File: src/hw/chan_pkg.sv
package chan_pkg;

	////////////////////
	// widths
	localparam int SAMPLE_W          = 12;  // adc sample
	localparam int LANE_W            = 16;  // one lane of a burst
	localparam int SAMPLES_PER_BURST = 8;
	localparam int WORD_W            = LANE_W * SAMPLES_PER_BURST;  // store word, 128 bits
	localparam int BEAT_W            = 32;  // stream beat
	localparam int BURST_CNT_W       = 21;
	localparam int FILL_NUM_W        = 24;
	localparam int TAG_W             = 16;
	localparam int CH_ADDR_W         = 3;

	////////////////////
	// enums
	typedef enum logic [1:0] {
		FILL_NONE  = 2'b00,  // not armed
		FILL_MUON  = 2'b01,
		FILL_LASER = 2'b10,
		FILL_PED   = 2'b11
	} fill_type_e;  // {acq_enable1, acq_enable0}

	typedef enum logic [1:0] {
		ACQ_IDLE,
		ACQ_HEADER,  // header word going into the store
		ACQ_FILL,    // collecting bursts
		ACQ_DONE     // last burst written, commit next
	} acq_state_e;

	typedef enum logic [2:0] {
		REG_CHANNEL_TAG,
		REG_MUON_BURSTS,
		REG_LASER_BURSTS,
		REG_PED_BURSTS,
		REG_INIT_FILL
	} reg_op_e;

	////////////////////
	// structs
	typedef struct packed {
		logic [TAG_W-1:0]       channel_tag;   // goes into every header
		logic [BURST_CNT_W-1:0] muon_bursts;   // bursts per muon fill
		logic [BURST_CNT_W-1:0] laser_bursts;  // bursts per laser fill
		logic [BURST_CNT_W-1:0] ped_bursts;    // bursts per pedestal fill
	} chan_cfg_t;

	typedef struct packed {
		logic [FILL_NUM_W-1:0]  fill_num;
		fill_type_e             fill_type;
		logic [CH_ADDR_W-1:0]   ch_addr;
		logic [TAG_W-1:0]       channel_tag;
		logic [BURST_CNT_W-1:0] num_bursts;
		logic [WORD_W-FILL_NUM_W-2-CH_ADDR_W-TAG_W-BURST_CNT_W-1:0] pad;  // 62 zero bits
	} fill_hdr_t;

	typedef struct packed {
		logic [LANE_W-SAMPLE_W-2:0] pad;  // three zero bits
		logic                       ovr;  // over-range
		logic [SAMPLE_W-1:0]        data;
	} adc_sample_t;

	typedef struct packed {
		logic                   we;
		logic [BURST_CNT_W-1:0] addr;  // word address, 0 is the header
		logic [WORD_W-1:0]      data;
	} store_wr_t;

endpackage

File: src/hw/burst_packer.sv
`timescale 1ns/100ps

module burst_packer import chan_pkg::*; (
	input  logic                clk,
	input  logic                rst_n,
	input  logic                acq_reset,
	input  logic                fill_en,      // capture window from acq_ctrl
	input  logic [SAMPLE_W-1:0] adc_data,
	input  logic                adc_ovr,
	output logic                burst_valid,  // burst_word complete this cycle
	output logic [WORD_W-1:0]   burst_word
);

	localparam int CNT_W = $clog2(SAMPLES_PER_BURST);

	adc_sample_t      lane;
	logic [CNT_W-1:0] sample_cnt;  // wraps every burst

	assign lane = '{pad: '0, ovr: adc_ovr, data: adc_data};

	// first sample ends up in the top lane
	always_ff @(posedge clk) begin
		if (fill_en)
			burst_word <= {burst_word[WORD_W-LANE_W-1:0], lane};
	end

	always_ff @(posedge clk or negedge rst_n) begin
		if (!rst_n) begin
			sample_cnt  <= '0;
			burst_valid <= 1'b0;
		end else if (acq_reset) begin
			sample_cnt  <= '0;
			burst_valid <= 1'b0;
		end else begin
			burst_valid <= fill_en && (sample_cnt == CNT_W'(SAMPLES_PER_BURST - 1));
			if (fill_en)
				sample_cnt <= sample_cnt + 1'b1;
		end
	end

endmodule

File: config.mk
export PLATFORM = sky130hd
export DESIGN_NAME = burst_packer
export DESIGN_NICKNAME = d
export VERILOG_FILES = /design/src/hw/chan_pkg.sv /design/src/hw/burst_packer.sv
export SDC_FILE = /design/constraint.sdc
export NUM_CORES = 1
export LEC_CHECK = 0
export ABC_AREA = 1
export BUFFER_PORTS_ARGS = -buffer_cell sky130_fd_sc_hd__buf_2
export CAP_MARGIN = 5
export CORE_MARGIN = 2
export CORE_UTILIZATION = 47
export DETAILED_ROUTE_END_ITERATION = 12
export HOLD_SLACK_MARGIN = 0.05
export PLACE_DENSITY = 0.79
export SLEW_MARGIN = 10
export SYNTH_ARGS = -nofsm -noshare
export SYNTH_HDL_FRONTEND = slang
export SYNTH_SLANG_ARGS = --single-unit
export TNS_END_PERCENT = 50
File: constraint.sdc
create_clock -name clk -period 1.34 [get_ports clk]
set_input_delay 0.134 -clock clk [delete_from_list [all_inputs] [get_ports clk]]
set_output_delay 0.134 -clock clk [all_outputs]
set_load 0.03 [all_outputs]
==> flow_metrics.py <==
metrics = {
    "worst_setup_path": {
        "critical-path-slowest-cell": "dfrtp_1",
        "worstSetupPathType": "reg -> reg",
        "r2r_start": "sample_cnt[0]$_DFFE_PN0P_",
        "start_kind": "register",
        "critPathCaptureType": "register",
        "crit_top_cell": "ha_1",
        "cp-startpoint": "sample_cnt[0]$_DFFE_PN0P_",
        "endpoint": "sample_cnt[2]$_DFFE_PN0P_",
        "ff2ff_setup_slack_ns": 0.22,
        "path_cells": "ha_1 -> ha_1 -> nand3_1 -> nand2_1",
        "cp_max_fo": 3,
        "max_stage_delay_ns": 0.40,
        "r2r_cells": 4,
        "worst_ep_arrival_time_ns": 1.36,
        "cp.required_ns": 1.58,
        "timing.rr.end": "sample_cnt[2]$_DFFE_PN0P_",
    },
    "sta": {
        "setup_tns_ns": 0,
        "finalHoldViolCount": 0,
        "finalSetupViolCount": 0,
        "skew_ns": 0.009252,
        "fmax_mhz": 891.6,
        "fin_crit_ns": 1.122,
        "grt_setup_unrepaired": "no",
        "layout_setup_ws_ns": 0.2184,
        "finalCritPeriodShare": 0.8370,
        "whs_ns": 0.1267,
        "finalMaxSlewViolations": 0,
    },
    "synth": {
        "ys_seq_area_frac": 0.9233,
        "syn_inst": 149,
        "yosys.area.top_type_share": 0.8946,
        "synthDistinctLibCells": 10,
        "synth_area_leaders": "edfxtp_1, buf_4, dfrtp_1",
        "ys_seq_elements": 108,
        "syn_area_per_cell_sq_um": 23.43,
        "ys_warn_count": 0,
        "syn_area_sq_um": 3491,
        "yosysTopAreaCell": "edfxtp_1",
    },
    "die": {
        "rows": 31,
        "die_x_microns": 90.18,
        "die-height_microns": 90.18,
        "core_sq_um": 7214,
        "io_pins": 146,
        "dieArea_sq_um": 8132,
        "initial_core_util": 0.4839,
    },
    "layout": {
        "final_cells": 400,
        "drive_gt1_frac": 0.4585,
        "syn_to_final_growth_pct": 28.64,
        "diodes": 0,
        "nets": 316,
        "fillers": 539,
    },
    "placed_design": {
        "place_ws_ns": 0.2254,
        "dpl.hpwl_mm": 3.754,
        "gp_congestion": 0.7172,
        "io_buffers": 121,
        "dp.cells": 370,
    },
    "clocking": {
        "cts.htree.levels": 3,
        "cts_root_buf": "clkbuf_8",
        "clkTransAtPathRegs_ns": 0.09,
        "numCtsBuffers": 9,
        "clock_latency_ns": 0.35,
        "cts_buffer_depth": 2,
        "postCtsSetupRepairBufs": 0,
        "cts.sinks": 108,
        "cts_tree": "done",
    },
    "global_routing": {
        "grt_util_all_layers": 0.1409,
        "grt_max_degree": 66,
        "overflow": 0,
        "grt_pass1_wl_mm": 8.694,
        "antenna_found_initial": 0,
        "grt_pass1_vias": 1723,
    },
    "outcome": {
        "status": "completed",
    },
    "detailed_routing": {
        "avgRoutedWirePerCell_microns": 14.03,
        "dr.pass1.iters": 4,
        "final_antenna_net_count": 0,
        "wirelength_mm": 5.612,
        "avgViaCountPerCell": 4.365,
        "drc_errors": 0,
        "vias": 1746,
        "drt_iter0_markers": 71,
    },
    "run": {
        "maxCapViolCount": 0,
    },
    "power_and_ir_drop": {
        "pwr_density_cell_nw_per_um2": 1461,
        "peakVddDrop_mv": 0.8054,
        "power_leakage_nw": 1.856,
        "total_power_mw": 6.563,
    },
    "min_path": {
        "worst_hold_path_type": "in -> async",
    },
}
[registers in the layout, indices dropped and copies added, names as in the netlist]
register     count
burst_valid      1
burst_word     104
sample_cnt       3
[what timing repair did]
action                    4_1_cts  5_1_grt
resized for setup               0        0
hold buffers                   15        0
hold endpoints to repair       18        0
[layout by cell type (no fill, tap or decap)]
cell type / synthesis / final
buf_12: 0 / 2
buf_2: 0 / 120
buf_4: 24 / 1
clkbuf_1: 0 / 1
clkbuf_8: 0 / 9
clkinv_4: 0 / 2
conb_1: 1 / 24
dfrtp_1: 4 / 4
dlygate4sd3_1: 0 / 15
edfxtp_1: 104 / 104
ha_1: 2 / 2
inv_1: 2 / 2
inv_6: 0 / 3
nand2_1: 7 / 7
nand3_1: 3 / 3
nor2_1: 1 / 1
nor2_2: 1 / 1
[metrics by stage]
stage                       util  area (sq um)
final                     0.6224          4491
after global routing      0.6224          4491
after CTS                 0.6224          4491
after detailed placement  0.5779          4169
after global placement    0.5779          4169
after floorplan                -          3577
[area by class of cell]
type                    instances  area [sq um]  area share
clock buffers                  10         127.6     0.02842
clock inverters                 5         43.79    0.009752
inverters                       2         7.507    0.001672
multi-input cells              38         166.4     0.03706
flip-flops and latches        108          3223      0.7177
well taps                      99         123.9     0.02758
repair buffers                138         798.3      0.1778
[logic make-up after synthesis]
family / after synthesis / share of synthesized area
buffers and inverters: 26 / 0.05376
other: 1 / 0.001074
flip-flops: 108 / 0.9233
AND/OR/NAND/NOR: 12 / 0.01470
adder cells (fa/ha/maj): 2 / 0.007167
[worst min-delay path by stage]
stage          startpoint               endpoint  slack, ns  cells after the start
2_1_floorplan       rst_n  burst_valid$_DFF_PN0_      -0.16                      0
3_3_place_gp        rst_n  burst_valid$_DFF_PN0_      -0.06                      1
3_5_place_dp        rst_n  burst_valid$_DFF_PN0_      -0.06                      1
4_1_cts             rst_n  burst_valid$_DFF_PN0_       0.10                      2
5_1_grt             rst_n  burst_valid$_DFF_PN0_       0.12                      2
6_report            rst_n  burst_valid$_DFF_PN0_       0.13                      2
[report_power, final]
group	internal [mW]	total, mW	switching, mW
Combinational	0.185	0.806	0.621
Sequential	3.94	4.02	0.0895
Clock	0.694	1.73	1.04
Total	4.81	6.56	1.75
[synthesized netlist by cell type]
cell type	count
edfxtp_1	104
buf_4	24
nand2_1	7
dfrtp_1	4
nand3_1	3
ha_1	2
inv_1	2
conb_1	1
nor2_1	1
nor2_2	1
[worst max-delay path: cells and delay by family (launching register included)]
| kind | cells | cell delay (ns) |
|---|---|---|
| flip-flops | 1 | 0.40 |
| AND/OR/NAND/NOR | 2 | 0.14 |
| adder cells (fa/ha/maj) | 2 | 0.47 |
[layer usage]
layer	vias to the layer above	global-route usage	part of all wire
met5	-	0	0
met4	0	0.04231	0.010
met3	7	0.08550	0.12
met2	103	0.2174	0.48
met1	828	0.1662	0.39
li1	808	-	-
Power figures use the tool's default switching activity.
