`config.mk`:
```
export PLATFORM = sky130hd
export DESIGN_NAME = chan_regs
export DESIGN_NICKNAME = d
export VERILOG_FILES = /design/src/hw/chan_pkg.sv /design/src/hw/chan_regs.sv
export SDC_FILE = /design/constraint.sdc
export NUM_CORES = 1
export LEC_CHECK = 0
export BUFFER_PORTS_ARGS = -buffer_cell sky130_fd_sc_hd__buf_4
export CORE_ASPECT_RATIO = 0.5
export CORE_MARGIN = 2
export CORE_UTILIZATION = 50
export CTS_BUF_LIST = sky130_fd_sc_hd__clkbuf_2 sky130_fd_sc_hd__clkbuf_4 sky130_fd_sc_hd__clkbuf_8
export DETAILED_ROUTE_END_ITERATION = 10
export GPL_TIMING_DRIVEN = 0
export PLACE_DENSITY = 0.92
export REMOVE_ABC_BUFFERS = 1
export SLEW_MARGIN = 20
export SYNTH_ARGS = -nofsm -noshare
export SYNTH_HDL_FRONTEND = slang
export SYNTH_SLANG_ARGS = --single-unit
```
`constraint.sdc`:
```
create_clock -name clk -period 0.85 [get_ports clk]
set_input_delay 0.085 -clock clk [delete_from_list [all_inputs] [get_ports clk]]
set_output_delay 0.085 -clock clk [all_outputs]
set_load 0.005 [all_outputs]
```
`src/hw/chan_pkg.sv`:
```
package chan_pkg;

	////////////////////
	// widths
	localparam int SAMPLE_W          = 12;  // adc sample
	localparam int LANE_W            = 16;  // one lane of a burst
	localparam int SAMPLES_PER_BURST = 8;
	localparam int WORD_W            = LANE_W * SAMPLES_PER_BURST;  // store word, 128 bits
	localparam int BEAT_W            = 32;  // stream beat
	localparam int BURST_CNT_W       = 21;
	localparam int FILL_NUM_W        = 24;
	localparam int TAG_W             = 16;
	localparam int CH_ADDR_W         = 3;

	////////////////////
	// enums
	typedef enum logic [1:0] {
		FILL_NONE  = 2'b00,  // not armed
		FILL_MUON  = 2'b01,
		FILL_LASER = 2'b10,
		FILL_PED   = 2'b11
	} fill_type_e;  // {acq_enable1, acq_enable0}

	typedef enum logic [1:0] {
		ACQ_IDLE,
		ACQ_HEADER,  // header word going into the store
		ACQ_FILL,    // collecting bursts
		ACQ_DONE     // last burst written, commit next
	} acq_state_e;

	typedef enum logic [2:0] {
		REG_CHANNEL_TAG,
		REG_MUON_BURSTS,
		REG_LASER_BURSTS,
		REG_PED_BURSTS,
		REG_INIT_FILL
	} reg_op_e;

	////////////////////
	// structs
	typedef struct packed {
		logic [TAG_W-1:0]       channel_tag;   // goes into every header
		logic [BURST_CNT_W-1:0] muon_bursts;   // bursts per muon fill
		logic [BURST_CNT_W-1:0] laser_bursts;  // bursts per laser fill
		logic [BURST_CNT_W-1:0] ped_bursts;    // bursts per pedestal fill
	} chan_cfg_t;

	typedef struct packed {
		logic [FILL_NUM_W-1:0]  fill_num;
		fill_type_e             fill_type;
		logic [CH_ADDR_W-1:0]   ch_addr;
		logic [TAG_W-1:0]       channel_tag;
		logic [BURST_CNT_W-1:0] num_bursts;
		logic [WORD_W-FILL_NUM_W-2-CH_ADDR_W-TAG_W-BURST_CNT_W-1:0] pad;  // 62 zero bits
	} fill_hdr_t;

	typedef struct packed {
		logic [LANE_W-SAMPLE_W-2:0] pad;  // three zero bits
		logic                       ovr;  // over-range
		logic [SAMPLE_W-1:0]        data;
	} adc_sample_t;

	typedef struct packed {
		logic                   we;
		logic [BURST_CNT_W-1:0] addr;  // word address, 0 is the header
		logic [WORD_W-1:0]      data;
	} store_wr_t;

endpackage

```
`src/hw/chan_regs.sv`:
```
`timescale 1ns/100ps

module chan_regs import chan_pkg::*; #(
	parameter int MEM_DEPTH = 64
) (
	input  logic                  clk,
	input  logic                  rst_n,
	input  logic                  reg_wr,         // one cycle write strobe
	input  reg_op_e               reg_op,
	input  logic [31:0]           reg_wdata,
	output chan_cfg_t             cfg,
	output logic                  init_fill_wr,   // load strobe for the fill counter
	output logic [FILL_NUM_W-1:0] init_fill_num
);

	localparam logic [BURST_CNT_W-1:0] MAX_BURSTS = BURST_CNT_W'(MEM_DEPTH - 1);  // header needs word 0

	logic [BURST_CNT_W-1:0] wr_bursts;  // clamped burst count

	assign wr_bursts = (reg_wdata > 32'(MEM_DEPTH - 1)) ? MAX_BURSTS
	                                                    : reg_wdata[BURST_CNT_W-1:0];

	always_ff @(posedge clk or negedge rst_n) begin
		if (!rst_n) begin
			cfg          <= '0;    // zero counts give header-only fills
			init_fill_wr <= 1'b0;
		end else begin
			init_fill_wr <= 1'b0;  // pulse
			if (reg_wr) begin
				case (reg_op)
					REG_CHANNEL_TAG:  cfg.channel_tag  <= reg_wdata[TAG_W-1:0];
					REG_MUON_BURSTS:  cfg.muon_bursts  <= wr_bursts;
					REG_LASER_BURSTS: cfg.laser_bursts <= wr_bursts;
					REG_PED_BURSTS:   cfg.ped_bursts   <= wr_bursts;
					REG_INIT_FILL:    init_fill_wr     <= 1'b1;
					default:          ;                // unknown opcode ignored
				endcase
			end
		end
	end

	always_ff @(posedge clk) begin
		if (reg_wr && reg_op == REG_INIT_FILL)
			init_fill_num <= reg_wdata[FILL_NUM_W-1:0];  // low 24 bits
	end

endmodule

```
==> results of run 1 <==
[state kept, by name, summed over array words and instances, names as in the netlist]
name,flops
cfg,79
init_fill_num,24
init_fill_wr,1
[cell usage after synthesis (2+ instances only)]
library cell | instances | area (µm²)
nor4_1 | 6 | 37.5
nand4bb_1 | 2 | 22.5
a31oi_1 | 18 | 113
mux2_2 | 15 | 169
and2_1 | 45 | 282
edfxtp_1 | 24 | 721
and4bb_2 | 2 | 25.0
dfrtp_1 | 80 | 2000
buf_2 | 4 | 20.0
nor2_1 | 37 | 139
clkbuf_1 | 7 | 26.3
[per-layer routing]
metal  part of all wire [%]  up-vias  track usage, %
met1                     35     1737            36.0
met5                      0        -               0
met2                     46      389            52.9
met4                    7.1        0            17.3
met3                     11      136            8.79
li1                       -     1325               -
[how the worst max path moves through the flow]
stage                                    to
after floorplan            init_fill_num[0]
after global placement    init_fill_num[17]
after detailed placement            cfg[77]
after CTS                           cfg[77]
after global routing                 cfg[4]
final                                cfg[5]
[through the flow]
| step | area (µm²) | std cells |
|---|---|---|
| 2_1_floorplan | 3590 | 237 |
| 3_3_place_gp | 4760 | 470 |
| 3_5_place_dp | 4780 | 472 |
| 4_1_cts | 5840 | 540 |
| 5_1_grt | 6520 | 571 |
| 6_report | 6520 | 571 |
[layout make-up]
| class | instances | share of cell area (%) |
|---|---|---|
| clock inverters | 5 | 0.729 |
| well taps | 92 | 1.77 |
| multi-input cells | 140 | 20.8 |
| flip-flops and latches | 104 | 41.7 |
| clock buffers | 11 | 2.13 |
| repair buffers | 219 | 32.8 |
[cells by family (layout without fill, tap and decap cells)]
kind of cell,Yosys count,after routing,synth area share (%)
mux,16,16,4.94
flops,104,104,74.7
compound gates,18,18,3.09
buf+inv,12,235,1.58
simple gates,99,106,15.7
[power by group]
part           internal [W]  total, W  switching [W]
clock               0.00140   0.00318        0.00178
sequential          0.00536   0.00562       0.000264
combinational       0.00111   0.00188       0.000764
total               0.00788    0.0107        0.00281
[timing repair]
item                                   4_1_cts  5_1_grt
setup endpoints to repair                  195      158
buffers inserted                            25       28
gates resized for setup                    100       95
endpoints found under the hold margin      115       80
cloned                                       3        5
pin swaps                                    3       19
==> run_results.csv, run 1 <==
group,metric,value,unit
critical_path,crit_path_start_kind,"register",
critical_path,critPathCaptureType,"output port",
logic_synthesis,synthArstFlopShare,76.9,%
die,dieArea,8030,µm²
clocking,htreeDepth,3,
clocking,clockBufferDepth,2,
critical_path,startpoint,"cfg[5]",
die,core-area,6860,µm²
grt,grt_pass1_wl,18300,µm
clocking,clock_latency,0.39,ns
sta,tns,-20.23,ns
critical_path,cp_cell_sequence,"buf_6",
clocking,hold_buffers,24,
drt,finalWirelength,17200,µm
drt,drc,0,
logic_synthesis,synth_edf_count,24,
critical_path,crit_fanout,2,
cells_and_area,fill_cells,145,
drt,drt_pass1_iterations,5,
sta,timing.slew.headroom,32.8,%
drt,antenna_left,0,
grt,grt_max_degree,81,
clocking,clk_pin_slew,0.11,ns
cells_and_area,final_common_cell,"buf_6",
cells_and_area,final_cell_mix,"buf_6, buf_4, dfrtp_1",
drt,routedWlPerCell,30.2,µm
logic_synthesis,ys.warnings.count,0,
drt,vias,3587,
sta,setup_viol,139,
logic_synthesis,ys_ff_latch,104,
run_status,violations,"negative hold slack, negative setup slack",
clocking,root_buffer,"clkbuf_8",
critical_path,reg2regPathDepth,3,
drt,drt-vias-per-instance,6.28,
critical_path,crit_family,"flip-flops",
power_and_ir_drop,finalPower,0.0107,W
sta,hold_slack,-0.141,ns
run_status,status,"complete, but fails checks",
critical_path,criticalPathCategory,"register to output port",
logic_synthesis,syn_area,3640,µm²
sta,max_freq,0.909,GHz
drt,drt_iter0_drc,479,
logic_synthesis,syn_inst,249,
place,hpwlAfterDp,6030,µm
grt,grt.overflow.total,0,
die,start_util,53.1,%
clocking,cts_sinks,104,
grt,grt_use_total,31.0,%
critical_path,worstPathArrival,1.01,ns
clocking,cts_tree,"built",
place,place_congestion,0.821,
clocking,cts_buffers,9,
power_and_ir_drop,leakage,2.95,nW
critical_path,r2r_setup_slack,-0.16,ns
cells_and_area,drive_above_1_share,57.6,%
die,io_pins,142,
sta,period_needed,1.10,ns
sta,rsz0062_at_grt,"yes",
cells_and_area,regArea,2720,µm²
cells_and_area,num_antenna_cells,0,
power_and_ir_drop,vdd_drop_max,1420,µV
job,cap_violations,0,
place,pre_cts_ws,-0.871,ns
logic_synthesis,synth_cell_type_count,20,
place,io_buffer_count,141,
sta,final.setup.worst_slack,-0.250,ns
sta,min_period_over_period,129,%
cells_and_area,multi_input_area,1360,µm²
die,die_w,125,µm
cells_and_area,area_delta_synth_final,78.9,%
power_and_ir_drop,power.density,1640,nW/µm²
sta,finalHoldViolCount,80,
cells_and_area,fin_util,95.1,%
sta,slew_violations,0,
logic_synthesis,synthFlopType,"dfrtp_1",
grt,grt_pass1_vias,3093,
cells_and_area,nets,512,
critical_path,reg2reg_to,"cfg[25]",
critical_path,crit_slowest_cell,"dfrtp_1",
hold_path,min_path_type,"primary input to asynchronous set/reset pin",
die,placementRows,21,
die,die-height,64.4,µm
logic_synthesis,postSynthAreaPerCell,14.6,µm²
sta,worst_pin_slew,1.01,ns
sta,skew,0,ns
grt,grt_antenna_before_repair,0,
critical_path,cp_data_required_time,0.76,ns
critical_path,crit_buf_inv,1,
logic_synthesis,synth_seq_area_share,74.7,%
critical_path,r2r_start,"cfg[25]",
critical_path,slowest_delay,0.47,ns
critical_path,cp.depth,1,
(Power assumes the default switching activity.)
==> run 2, diff against run 1 <==
--- a/config.mk
+++ b/config.mk
@@ -8,12 +8,11 @@
 export BUFFER_PORTS_ARGS = -buffer_cell sky130_fd_sc_hd__buf_4
 export CORE_ASPECT_RATIO = 0.5
 export CORE_MARGIN = 2
-export CORE_UTILIZATION = 50
+export CORE_UTILIZATION = 45
 export CTS_BUF_LIST = sky130_fd_sc_hd__clkbuf_2 sky130_fd_sc_hd__clkbuf_4 sky130_fd_sc_hd__clkbuf_8
 export DETAILED_ROUTE_END_ITERATION = 10
 export GPL_TIMING_DRIVEN = 0
-export PLACE_DENSITY = 0.92
-export REMOVE_ABC_BUFFERS = 1
+export PLACE_DENSITY = 0.88
 export SLEW_MARGIN = 20
 export SYNTH_ARGS = -nofsm -noshare
 export SYNTH_HDL_FRONTEND = slang
==> constraint.sdc (replaced) <==
create_clock -name clk -period 0.88 [get_ports clk]
set_input_delay 0.088 -clock clk [delete_from_list [all_inputs] [get_ports clk]]
set_output_delay 0.088 -clock clk [all_outputs]
set_load 0.005 [all_outputs]
==> run 2 against run 1 <==
The flow still finishes with violations (negative hold slack, negative setup slack). Global-route usage is 5.5 points lower. Clock power is 10% lower. Via count is 11% lower. Die area is 11% higher. Count of clock-buffer cells in the layout is 2 higher. Cell count is 3.3% higher. Critical path depth stayed put. Combinational power is 15% lower. Wire length is 19% lower. Flip-flop and latch count stayed put. Worst setup slack better by 0.079 ns. Largest cell class unchanged. Highest routed layer unchanged.
==> run_results.csv, run 2 (synthesis results as in run 1) <==
group,metric,value,unit
critical_path,critPathCaptureType,"output port",
grt,grt_use_total,25.5,%
sta,hold_slack,-0.333,ns
clocking,clk_pin_slew,0.10,ns
die,die-height,67.6,µm
clocking,clockBufferDepth,2,
critical_path,crit_path_start_kind,"register",
drt,drt_iter0_drc,293,
grt,grt_max_degree,81,
critical_path,r2r_setup_slack,-0.13,ns
sta,min_period_over_period,119,%
clocking,clock_latency,0.37,ns
cells_and_area,nets,511,
drt,drc,0,
sta,skew,0,ns
critical_path,crit_slowest_cell,"dfrtp_1",
die,core-area,7940,µm²
clocking,htreeDepth,3,
die,io_pins,142,
sta,setup_viol,141,
drt,vias,3182,
place,io_buffer_count,141,
critical_path,criticalPathCategory,"register to output port",
drt,antenna_left,0,
sta,finalHoldViolCount,36,
power_and_ir_drop,finalPower,0.00985,W
power_and_ir_drop,leakage,2.91,nW
sta,final.setup.worst_slack,-0.171,ns
grt,grt_pass1_vias,3053,
critical_path,worstPathArrival,0.96,ns
cells_and_area,num_antenna_cells,0,
sta,rsz0062_at_grt,"yes",
critical_path,reg2reg_to,"cfg[47]",
drt,drt_pass1_iterations,6,
critical_path,cp_cell_sequence,"buf_6",
critical_path,reg2regPathDepth,3,
place,dp_cells,502,
die,die_w,131,µm
hold_path,min_path_type,"primary input to asynchronous set/reset pin",
cells_and_area,drive_above_1_share,54.0,%
power_and_ir_drop,seqPwrFrac,54.7,%
job,cap_violations,0,
sta,worst_pin_slew,0.696,ns
critical_path,r2r_start,"cfg[47]",
cells_and_area,top_register,"cfg",
grt,grt_pass1_wl,16900,µm
sta,max_freq,0.952,GHz
power_and_ir_drop,intPower,0.00735,W
place,hpwlAfterDp,6060,µm
cells_and_area,final_cells,590,
critical_path,crit_family,"flip-flops",
cells_and_area,final_common_cell,"buf_6",
grt,grt_antenna_before_repair,0,
critical_path,slowest_delay,0.44,ns
sta,slew_violations,0,
power_and_ir_drop,vdd_drop_max,828,µV
clocking,hold_buffers,24,
cells_and_area,area_delta_synth_final,73.9,%
clocking,cts_sinks,104,
clocking,cts_buffers,9,
run_status,violations,"negative hold slack, negative setup slack",
place,place_congestion,0.786,
cells_and_area,final_cell_mix,"buf_6, buf_4, dfrtp_1",
critical_path,crit_buf_inv,1,
grt,grt.overflow.total,0,
power_and_ir_drop,power_frac_comb,16.3,%
critical_path,cp_data_required_time,0.79,ns
drt,routedWlPerCell,23.8,µm
power_and_ir_drop,netSwitchingFraction,25.4,%
drt,drt-vias-per-instance,5.39,
die,dieArea,8880,µm²
clocking,root_buffer,"clkbuf_8",
die,placementRows,23,
power_and_ir_drop,power.clock.fraction,29.0,%
clocking,cts_tree,"built",
critical_path,crit_fanout,2,
power_and_ir_drop,p_sw,0.00250,W
power_and_ir_drop,power.density,1550,nW/µm²
sta,period_needed,1.05,ns
sta,timing.slew.headroom,53.5,%
logic_synthesis,synth_nets,287,
drt,finalWirelength,14000,µm
cells_and_area,top_regs,"cfg x79, init_fill_num x24, init_fill_wr x1",
die,start_util,45.9,%
cells_and_area,largest_reg_flops,79,
run_status,status,"complete, but fails checks",
[run 2: changes by cell type in the layout (fill, tap and decap cells not counted), sizes merged, moves of 2 or more]
cell,change
clkbuf,+8
and3,-3
clkinv,-2
and4,-3
[run 2: area by class of cell]
| cell class | instances | area [µm²] |
|---|---|---|
| buffer | 12 | 103 |
| clock inverter | 3 | 17.5 |
| multi-input combinational | 134 | 1100 |
| fill | 402 | 1600 |
| sequential | 104 | 2720 |
| tap | 112 | 140 |
| timing repair buffer | 212 | 2090 |
| clock buffer | 13 | 160 |
[run 2: power by group through the flow]
| stage | logic, W | clock network, W | registers [W] |
|---|---|---|---|
| detailed placement | 0.000990 | 0 | 0.00539 |
| floorplan | 0.000247 | 0 | 0.00541 |
| CTS | 0.00129 | 0.00278 | 0.00533 |
| finish | 0.00160 | 0.00286 | 0.00539 |
| global placement | 0.000960 | 0 | 0.00538 |
| global route | 0.00167 | 0.00306 | 0.00540 |
[run 2: what timing repair did]
action | 4_1_cts | 5_1_grt
endpoints found under the setup margin | 155 | 158
setup buffers | 19 | 27
cloned | 1 | 2
endpoints found under the hold margin | 115 | 36
gates resized for setup | 87 | 67
pin swaps | 3 | 12
[run 2: metrics by stage]
stage | hold slack, ns | TNS, ns | util (%) | worst slack, ns | cell area [µm²]
floorplan | -0.208 | -11.15 | - | -0.293 | 3680
global placement | 0.276 | -42.28 | 61.5 | -0.663 | 4880
detailed placement | 0.277 | -48.11 | 61.5 | -0.690 | 4880
CTS | -0.0860 | -11.23 | 73.0 | -0.128 | 5800
global route | -0.306 | -17.20 | 79.8 | -0.189 | 6340
finish | -0.333 | -13.48 | 79.8 | -0.171 | 6340
[run 2: worst max-delay path by stage]
stage / cells after the start / from / to
6_report: 1 / cfg[63] / cfg[63]
3_3_place_gp: 2 / reg_op[1] / init_fill_num[17]
5_1_grt: 1 / init_fill_num[0] / init_fill_num[0]
3_5_place_dp: 2 / reg_op[1] / init_fill_num[11]
4_1_cts: 1 / cfg[45] / cfg[45]
2_1_floorplan: 3 / reg_op[1] / cfg[68]
[run 2: metal layers]
| metal | vias to the layer above | part of all wire (%) | wire (µm) | track usage (%) |
|---|---|---|---|---|
| li1 | 1304 | - | - | - |
| met1 | 1620 | 38 | 5390 | 29.8 |
| met2 | 199 | 51 | 7090 | 45.6 |
| met3 | 59 | 7.0 | 987 | 6.83 |
| met4 | 0 | 3.9 | 553 | 11.7 |
| met5 | - | 0 | 0 | 0 |
