`config.mk`:
```
export PLATFORM = sky130hd
export DESIGN_NAME = readout_engine
export DESIGN_NICKNAME = d
export VERILOG_FILES = /design/src/hw/chan_pkg.sv /design/src/hw/readout_engine.sv
export SDC_FILE = /design/constraint.sdc
export NUM_CORES = 1
export LEC_CHECK = 0
export ABC_AREA = 0
export BUFFER_PORTS_ARGS = -buffer_cell sky130_fd_sc_hd__buf_4
export CAP_MARGIN = 20
export CORE_MARGIN = 1
export CORE_UTILIZATION = 28
export CTS_CLUSTER_DIAMETER = 100
export DETAILED_ROUTE_END_ITERATION = 8
export GPL_ROUTABILITY_DRIVEN = 0
export SLEW_MARGIN = 10
export SYNTH_ARGS = -nofsm -noshare
export SYNTH_HDL_FRONTEND = slang
export SYNTH_SLANG_ARGS = --single-unit
```
`constraint.sdc`:
```
create_clock -name clk -period 4.6 [get_ports clk]
set_input_delay 0.46 -clock clk [delete_from_list [all_inputs] [get_ports clk]]
set_output_delay 0.46 -clock clk [all_outputs]
set_load 0.1 [all_outputs]
```
`src/hw/chan_pkg.sv`:
```
package chan_pkg;

	////////////////////
	// widths
	localparam int SAMPLE_W          = 12;  // adc sample
	localparam int LANE_W            = 16;  // one lane of a burst
	localparam int SAMPLES_PER_BURST = 8;
	localparam int WORD_W            = LANE_W * SAMPLES_PER_BURST;  // store word, 128 bits
	localparam int BEAT_W            = 32;  // stream beat
	localparam int BURST_CNT_W       = 21;
	localparam int FILL_NUM_W        = 24;
	localparam int TAG_W             = 16;
	localparam int CH_ADDR_W         = 3;

	////////////////////
	// enums
	typedef enum logic [1:0] {
		FILL_NONE  = 2'b00,  // not armed
		FILL_MUON  = 2'b01,
		FILL_LASER = 2'b10,
		FILL_PED   = 2'b11
	} fill_type_e;  // {acq_enable1, acq_enable0}

	typedef enum logic [1:0] {
		ACQ_IDLE,
		ACQ_HEADER,  // header word going into the store
		ACQ_FILL,    // collecting bursts
		ACQ_DONE     // last burst written, commit next
	} acq_state_e;

	typedef enum logic [2:0] {
		REG_CHANNEL_TAG,
		REG_MUON_BURSTS,
		REG_LASER_BURSTS,
		REG_PED_BURSTS,
		REG_INIT_FILL
	} reg_op_e;

	////////////////////
	// structs
	typedef struct packed {
		logic [TAG_W-1:0]       channel_tag;   // goes into every header
		logic [BURST_CNT_W-1:0] muon_bursts;   // bursts per muon fill
		logic [BURST_CNT_W-1:0] laser_bursts;  // bursts per laser fill
		logic [BURST_CNT_W-1:0] ped_bursts;    // bursts per pedestal fill
	} chan_cfg_t;

	typedef struct packed {
		logic [FILL_NUM_W-1:0]  fill_num;
		fill_type_e             fill_type;
		logic [CH_ADDR_W-1:0]   ch_addr;
		logic [TAG_W-1:0]       channel_tag;
		logic [BURST_CNT_W-1:0] num_bursts;
		logic [WORD_W-FILL_NUM_W-2-CH_ADDR_W-TAG_W-BURST_CNT_W-1:0] pad;  // 62 zero bits
	} fill_hdr_t;

	typedef struct packed {
		logic [LANE_W-SAMPLE_W-2:0] pad;  // three zero bits
		logic                       ovr;  // over-range
		logic [SAMPLE_W-1:0]        data;
	} adc_sample_t;

	typedef struct packed {
		logic                   we;
		logic [BURST_CNT_W-1:0] addr;  // word address, 0 is the header
		logic [WORD_W-1:0]      data;
	} store_wr_t;

endpackage

```
`src/hw/readout_engine.sv`:
```
`timescale 1ns/100ps

module readout_engine import chan_pkg::*; #(
	parameter int MEM_DEPTH = 64
) (
	input  logic                         clk,
	input  logic                         rst_n,
	input  logic                         fill_ready,
	input  logic [$clog2(MEM_DEPTH)-1:0] fill_last_addr,
	input  logic [WORD_W-1:0]            rd_word,
	input  logic                         tx_ready,
	input  logic                         readout_pause,  // no new word while high
	output logic                         rd_en,
	output logic [$clog2(MEM_DEPTH)-1:0] rd_addr,
	output logic [BEAT_W-1:0]            tx_data,
	output logic                         tx_valid,
	output logic                         tx_last,
	output logic                         fill_release
);

	localparam int AW         = $clog2(MEM_DEPTH);
	localparam int BEATS      = WORD_W / BEAT_W;  // four beats per word
	localparam int BEAT_CNT_W = $clog2(BEATS);

	typedef enum logic [1:0] {
		RD_IDLE,   // between words
		RD_FETCH,  // store read in flight
		RD_SEND    // beats going out
	} rd_state_e;

	rd_state_e             state;
	logic [AW-1:0]         word_addr;
	logic [BEAT_CNT_W-1:0] beat;
	logic [WORD_W-1:0]     word_q;  // shifts up one beat per transfer
	logic                  beat_acc;

	assign rd_en        = (state == RD_IDLE) && fill_ready && !readout_pause;
	assign rd_addr      = word_addr;
	assign tx_data      = word_q[WORD_W-1 -: BEAT_W];  // msb beat first
	assign beat_acc     = tx_valid && tx_ready;
	assign tx_last      = tx_valid && (beat == BEAT_CNT_W'(BEATS - 1))
	                      && (word_addr == fill_last_addr);
	assign fill_release = beat_acc && tx_last;

	always_ff @(posedge clk) begin
		if (state == RD_FETCH)
			word_q <= rd_word;
		else if (beat_acc)
			word_q <= word_q << BEAT_W;
	end

	always_ff @(posedge clk or negedge rst_n) begin
		if (!rst_n) begin
			state     <= RD_IDLE;
			word_addr <= '0;
			beat      <= '0;
			tx_valid  <= 1'b0;
		end else begin
			case (state)
				RD_IDLE: begin
					if (rd_en)
						state <= RD_FETCH;
					else if (!fill_ready)
						word_addr <= '0;  // fill dropped, restart at header
				end
				RD_FETCH: begin
					tx_valid <= 1'b1;
					beat     <= '0;
					state    <= RD_SEND;
				end
				RD_SEND: begin
					if (beat_acc) begin
						beat <= beat + 1'b1;
						if (beat == BEAT_CNT_W'(BEATS - 1)) begin
							tx_valid  <= 1'b0;
							state     <= RD_IDLE;
							word_addr <= tx_last ? '0 : word_addr + 1'b1;
						end
					end
				end
				default: state <= RD_IDLE;
			endcase
		end
	end

endmodule

```
==> results of run 1 <==
-- kinds of logic (layout without fill, tap and decap cells) --
group,Yosys count,count (layout),share of synthesized area
and+or+nand+nor,351,351,0.236
DFF,139,139,0.668
buffers and inverters,64,219,0.0605
AOI/OAI and AO/OA,20,20,0.0225
xor gates and xnor gates,6,6,0.00852
adders and majority gates,2,2,0.00406
-- worst min-delay path by stage --
| stage | start | to | slack [ps] | cells past startpoint |
|---|---|---|---|---|
| 2_1_floorplan | rst_n | beat[0] | 160 | 0 |
| 3_5_place_dp | rst_n | rd_addr[1] | 300 | 1 |
| 5_1_grt | readout_pause | state[0] | 180 | 2 |
| 4_1_cts | readout_pause | state[0] | 180 | 2 |
| 6_report | readout_pause | state[0] | 210 | 2 |
| 3_3_place_gp | rst_n | rd_addr[2] | 310 | 1 |
-- routing by layer --
| metal | share of wire | vias to the layer above |
|---|---|---|
| met2 | 0.49 | 101 |
| met5 | 0 | - |
| met4 | 0.013 | 0 |
| met1 | 0.46 | 1887 |
| met3 | 0.045 | 14 |
| li1 | - | 2166 |
-- flip-flops by register name, summed over array words and instances, names as in the netlist --
| name | cells |
|---|---|
| word_q | 128 |
| rd_addr | 6 |
| beat | 2 |
| state | 2 |
| tx_valid | 1 |
-- power by group --
part           switching, mW  internal (mW)  total (mW)
Sequential             0.157           1.85        2.01
Clock                  0.518          0.794        1.31
Combinational           1.18          0.396        1.58
Total                   1.86           3.04        4.90
-- layout by cell type, fill, tap and decap left out, types with 2 or more instances in the layout --
| cell type | synthesis | layout |
|---|---|---|
| xnor2_1 | 3 | 3 |
| nand3_1 | 4 | 4 |
| a22o_1 | 2 | 2 |
| nand2_1 | 298 | 297 |
| inv_1 | 3 | 3 |
| clkinv_2 | 0 | 4 |
| buf_4 | 32 | 182 |
| bufinv_16 | 0 | 2 |
| clkbuf_16 | 0 | 17 |
| o21ai_0 | 6 | 6 |
| and2_1 | 32 | 32 |
| nor3_1 | 3 | 3 |
| nor4b_1 | 2 | 2 |
| a21oi_1 | 4 | 4 |
| xor2_1 | 3 | 3 |
| and3_1 | 3 | 3 |
| edfxtp_1 | 128 | 128 |
| clkinvlp_4 | 0 | 3 |
| dfrtp_1 | 11 | 11 |
| clkbuf_1 | 19 | 3 |
| ha_1 | 2 | 2 |
-- what timing repair did --
item / CTS / global route
buffers inserted: 0 / 0
hold endpoints to repair: 11 / 0
hold buffers: 1 / 0
-- critical path: cells and delay by family (launching register included) --
kind	cells	cell delay, ps
buffers and inverters	1	280
and+or+nand+nor	4	880
adders and majority gates	1	230
DFF	1	400
-- area by class of cell --
class,instances,area [µm²],area share
flip-flops and latches,139,4120,0.507
multi-input cells,379,1700,0.209
repair buffers,184,1400,0.172
clock buffers,20,437,0.0537
well taps,275,344,0.0423
clock inverters,12,124,0.0152
inverters,3,11.3,0.00139
==> summary.txt, run 1 <==
STA
  • Slew HR: 0.293
  • Final Hold Slack: 206 ps
  • Max-slew violations: 0
  • Setup ws final: 1940 ps
  • Minimum clock period: 2660 ps
  • Hold Fails Final Rpt: 0
  • Final setup viols: 0
  • RSZ-0062 raised after global routing: no
  • Fmax: 0.376 GHz
  • Slew @ Worst Pin: around 1100 ps
  • Tcrit/Tclk final: 0.578
  • Clock skew: ~8.2 ps
  • TNS Setup: 0 ps

Yosys
  • Synth cell types: 34
  • Post-synth top area cell: edfxtp_1
  • Top cell type's share of synthesized area: 0.623
  • Ys Warns: 0
  • FF+latch count, synth: 139
  • Ys async rst share: 0.0791
  • Post-Synthesis Cells: 582
  • Ranking of synthesized cells by area: edfxtp_1 62%, nand2_1 18%, dfrtp_1 4.5%, buf_4 3.9%, and2_1 3.2%
  • Top FF cell, synth: edfxtp_1
  • Mean Syn Cell Area: 10.6 µm²
  • Most frequent cell after synthesis: nand2_1
  • Sequential-to-total area share from yosys stat: 0.668
  • Syn_nets: approximately 720
  • Netlist Area Pre-Place: between 6000 and 7000 µm²
  • Synth cell count leaders: 298 x nand2_1, 128 x edfxtp_1, 32 x and2_1, 32 x buf_4, 19 x clkbuf_1
  • Post-synth EDFFs: 128

Setup path
  • Crit path capture type: primary output
  • Reg-to-reg startpoint: state[0]
  • Cell Chain, Critical Path: ha_1 > nand2_1 > nor4_2 > and4_2 > and3_1 > buf_4
  • CP Data Arrival Time: 2200 ps
  • Critical Path RT: roughly 4100 ps
  • Startpoint Class: flop
  • Critical path type: reg -> out
  • CP Launch Point: beat[0]
  • Crit path capture: fill_release
  • Max incr delay on CP: ~400 ps
  • Critical Path Fanout Max: 4
  • R2R Setup Slk: 2210 ps
  • R2r endpoint: word_q[48]
  • Slowest cell on crit path: dfrtp_1
  • R2R depth: 4

Route
  • Avg WL per Cell: between 10 and 15 µm
  • DRC: 0
  • Via count: 4168
  • Drt first-iter violations: 220
  • Final ANT Viol Nets: 0
  • Via/cell ratio: 4.12
  • WL final: 13.9 mm
  • Pre-Repair DR Iteration Count: 6

Clocking
  • Clock Sinks: 139
  • CTS HTree Levels: 4
  • Clock Tree Buf Depth: 2
  • Total CTS buffers: 17
  • Post_cts resized: 0
  • Root buf cell: clkbuf_16
  • Clk slew on worst S/H paths: approximately 60 ps
  • Clock Latency Late Sink: 420 ps
  • CTS tree: done

Power
  • Pwr/cell area: 603 nW/µm²
  • Peak supply drop: 0.242 mV
  • Final Power: roughly 5 mW
  • Leak Pwr: 3.56 nW

Die
  • Width of the die: 150 µm
  • Overall die area: 22600 µm²
  • Die Ht: 150 µm
  • Initial core utilization: 0.290
  • Core area: 21300 µm²
  • FP Rows: 53
  • Io pins: between 150 and 200

Final layout
  • Fin util: 0.382
  • Nets: 865
  • Ant. Diodes: 0
  • Area delta synth->final: 31.8%
  • Layout cells sized above 1: 0.296
  • Number of fill cells in the layout: 2102
  • Final non-filler cell total: 1012
  • Final instance area: 8130 µm²

Global routing
  • Total GRT Usage: 0.126
  • Largest net degree at the start of global routing: 114
  • Global-route wire length before repair: between 20 and 25 mm
  • Initial antenna violation count: 0
  • Number of global-route vias before repair: 4014
  • GRT busiest layer: met2
  • GRT met3 Usage: 0.0352
  • Met2 Usage GRT: 0.199
  • Met1 usage: 0.161
  • Grt ovf: 0

Placement
  • DP Worst Slack: 2260 ps
  • Placed cells: about 1000
  • Port bufs: 180
  • Dpl cell area: 7560 µm²
  • HPWL after DPL: 9.44 mm

Worst hold path
  • Min-Delay Path Class: in -> reg

Run status
  • Outcome: complete, no violations

Run
  • Max-cap violations: 0
Power figures use the tool's default switching activity.
==> run 2: changes to the inputs <==
clock period = 2.2 ns   (was 4.6 ns; I/O delays follow)
==> run 2 against run 1 <==
Net effect: the run now ends with setup timing left; worst setup slack worse by 2000 ps; register-to-register slack worse by 1900 ps; wire length is 1.3% higher; first-iteration DRC count is 11% higher; design area is 3.9% higher; critical path type unchanged; critical endpoint unchanged; largest cell class unchanged.
==> summary.txt, run 2 (synthesized netlist as in run 1, its figures left out) <==
Die
  • Initial core utilization: 0.290 (unchanged)
  • Core area: 21300 µm² (unchanged)
  • FP Rows: 53 (unchanged)
  • Die Ht: 150 µm (unchanged)
  • Width of the die: 150 µm (unchanged)
  • Io pins: 181 (unchanged)
  • Overall die area: 22600 µm² (unchanged)

Setup path
  • Critical Path RT: 1980 ps (was 4140 ps)
  • Crit path capture type: primary output (unchanged)
  • Cell Chain, Critical Path: xor2_2 > nor4_4 > and4_4 > and3_4 > buf_12 (was ha_1 > nand2_1 > nor4_2 > and4_2 > and3_1 > buf_4)
  • Slowest cell on crit path: dfrtp_4 (was dfrtp_1)
  • Max incr delay on CP: 490 ps (was 400 ps)
  • Critical Path Fanout Max: 3 (was 4)
  • CP Data Arrival Time: 2000 ps (was 2200 ps)
  • Critical path type: reg -> out (unchanged)
  • Startpoint Class: flop (unchanged)

Clocking
  • CTS tree: done (unchanged)
  • Clock Sinks: 139 (unchanged)
  • CTS HTree Levels: 4 (unchanged)
  • Root buf cell: clkbuf_16 (unchanged)
  • Clk slew on worst S/H paths: 60 ps (about the same)
  • Clock Latency Late Sink: 420 ps (about the same)
  • Total CTS buffers: 17 (unchanged)
  • Clock Tree Buf Depth: 2 (unchanged)

STA
  • Slew @ Worst Pin: 454 ps (was 1060 ps)
  • Final setup viols: 1 (was 0)
  • Fmax: 0.450 GHz
  • Minimum clock period: 2220 ps
  • Clock skew: 8.85 ps (was 8.18 ps)
  • Setup ws final: -21.5 ps (was 1940 ps)
  • Final Hold Slack: 62.9 ps (was 206 ps)
  • TNS Setup: -21.5 ps (was 0 ps)
  • Hold Fails Final Rpt: 0 (unchanged)
  • RSZ-0062 raised after global routing: yes (was no)
  • Tcrit/Tclk final: 1.01
  • Max-slew violations: 0 (unchanged)
  • Slew HR: 0.697 (was 0.293)

Route
  • DRC: 0 (unchanged)
  • Via count: 4214 (was 4168)
  • WL final: 14.1 mm (was 13.9 mm)
  • Pre-Repair DR Iteration Count: 5 (was 6)
  • Drt first-iter violations: 244 (was 220)
  • Avg WL per Cell: 13.7 µm (about the same)
  • Final ANT Viol Nets: 0 (unchanged)
  • Via/cell ratio: 4.12 (about the same)

Global routing
  • Largest net degree at the start of global routing: 98 (was 114)
  • Global-route wire length before repair: 21.8 mm (was 21.0 mm)
  • Grt ovf: 0 (unchanged)
  • Number of global-route vias before repair: 4234 (was 4014)
  • Initial antenna violation count: 0 (unchanged)
  • Total GRT Usage: 0.130 (was 0.126)

Run status
  • Outcome: complete, but fails checks (was complete, no violations)
  • Failing checks: setup timing

Run
  • Max-cap violations: 0 (unchanged)

Final layout
  • Commonest non-fill, non-tap cell in the layout: nand2_1 (unchanged)
  • Final non-filler cell total: 1023 (was 1012)
  • Most frequent cells in the layout: 296 x nand2_1, 187 x buf_4, 128 x edfxtp_1 (was 297 x nand2_1, 182 x buf_4, 128 x edfxtp_1)
  • Nets: 877 (was 865)
  • Area delta synth->final: 37.0% (was 31.8%)
  • Ant. Diodes: 0 (unchanged)
  • Biggest register: word_q (unchanged)
  • Layout cells sized above 1: 0.322 (was 0.296)
  • Max reg flops: 128 (unchanged)

Placement
  • Port bufs: 180 (unchanged)
  • HPWL after DPL: 9.70 mm (was 9.44 mm)
  • Placed cells: 987 (was 979)
  • DP Worst Slack: 227 ps (was 2260 ps)

Power
  • Peak supply drop: 0.552 mV (was 0.242 mV)
  • Pwr/cell area: 1270 nW/µm² (was 603 nW/µm²)
  • Leak Pwr: 3.70 nW (was 3.56 nW)

Worst hold path
  • Min-Delay Path Class: in -> reg (unchanged)
-- run 2: area by class of cell --
type                            instances  area, µm²
Tap cell                              275        344
Inverter                                3       11.3
Timing Repair Buffer                  196       1560
Sequential cell                       139       4140
Clock inverter                         14        203
Multi-Input combinational cell        379       1760
Clock buffer                           17        425
Fill cell                            2080      12800
-- run 2: report_power, final --
| group | internal [mW] | switching [mW] | leakage (nW) |
|---|---|---|---|
| clock network | 1.99 | 1.08 | 0.309 |
| registers | 3.88 | 0.290 | 1.33 |
| logic | 0.961 | 2.56 | 2.06 |
-- run 2: layer usage --
layer / global-route usage / share of wire / vias up
met4: 0.0581 / 0.023 / 0
li1: - / - / 2187
met5: 0 / 0 / -
met1: 0.163 / 0.43 / 1916
met2: 0.212 / 0.51 / 94
met3: 0.0306 / 0.038 / 17
-- run 2: metrics by stage --
stage	utilization	area (µm²)	power, mW
floorplan	-	6250	6.92
global placement	0.364	7750	7.72
detailed placement	0.364	7750	7.77
CTS	0.397	8450	10.9
global route	0.397	8450	11.3
finish	0.397	8450	10.8
-- run 2: path summary, 6_finish.rpt --
check / start / to / slack, ps / depth (start not counted)
max in group asynchronous: rst_n / rd_addr[2] / 1850 / 2
min reg2reg: word_q[71] / word_q[103] / 510 / 2
max: rd_addr[2] / fill_release / -20 / 5
min in group asynchronous: rst_n / beat[0] / 180 / 2
max reg2reg: rd_addr[2] / rd_addr[3] / 320 / 6
min: rd_word[126] / word_q[126] / 60 / 3
-- run 2: timing repair --
item / 4_1_cts / 5_1_grt
pin swaps: 2 / 2
endpoints found under the hold margin: 12 / 0
setup endpoints to repair: 2 / 2
hold buffers: 2 / 0
buffers inserted: 3 / 0
gates cloned: 0 / 0
resized for setup: 5 / 0
-- run 2: worst max-delay path: cells and delay by family (launching register included) --
family | cells | cell delay [ps]
AND/OR/NAND/NOR | 3 | 760
flip-flops | 1 | 490
XOR/XNOR | 1 | 170
buffers and inverters | 1 | 170
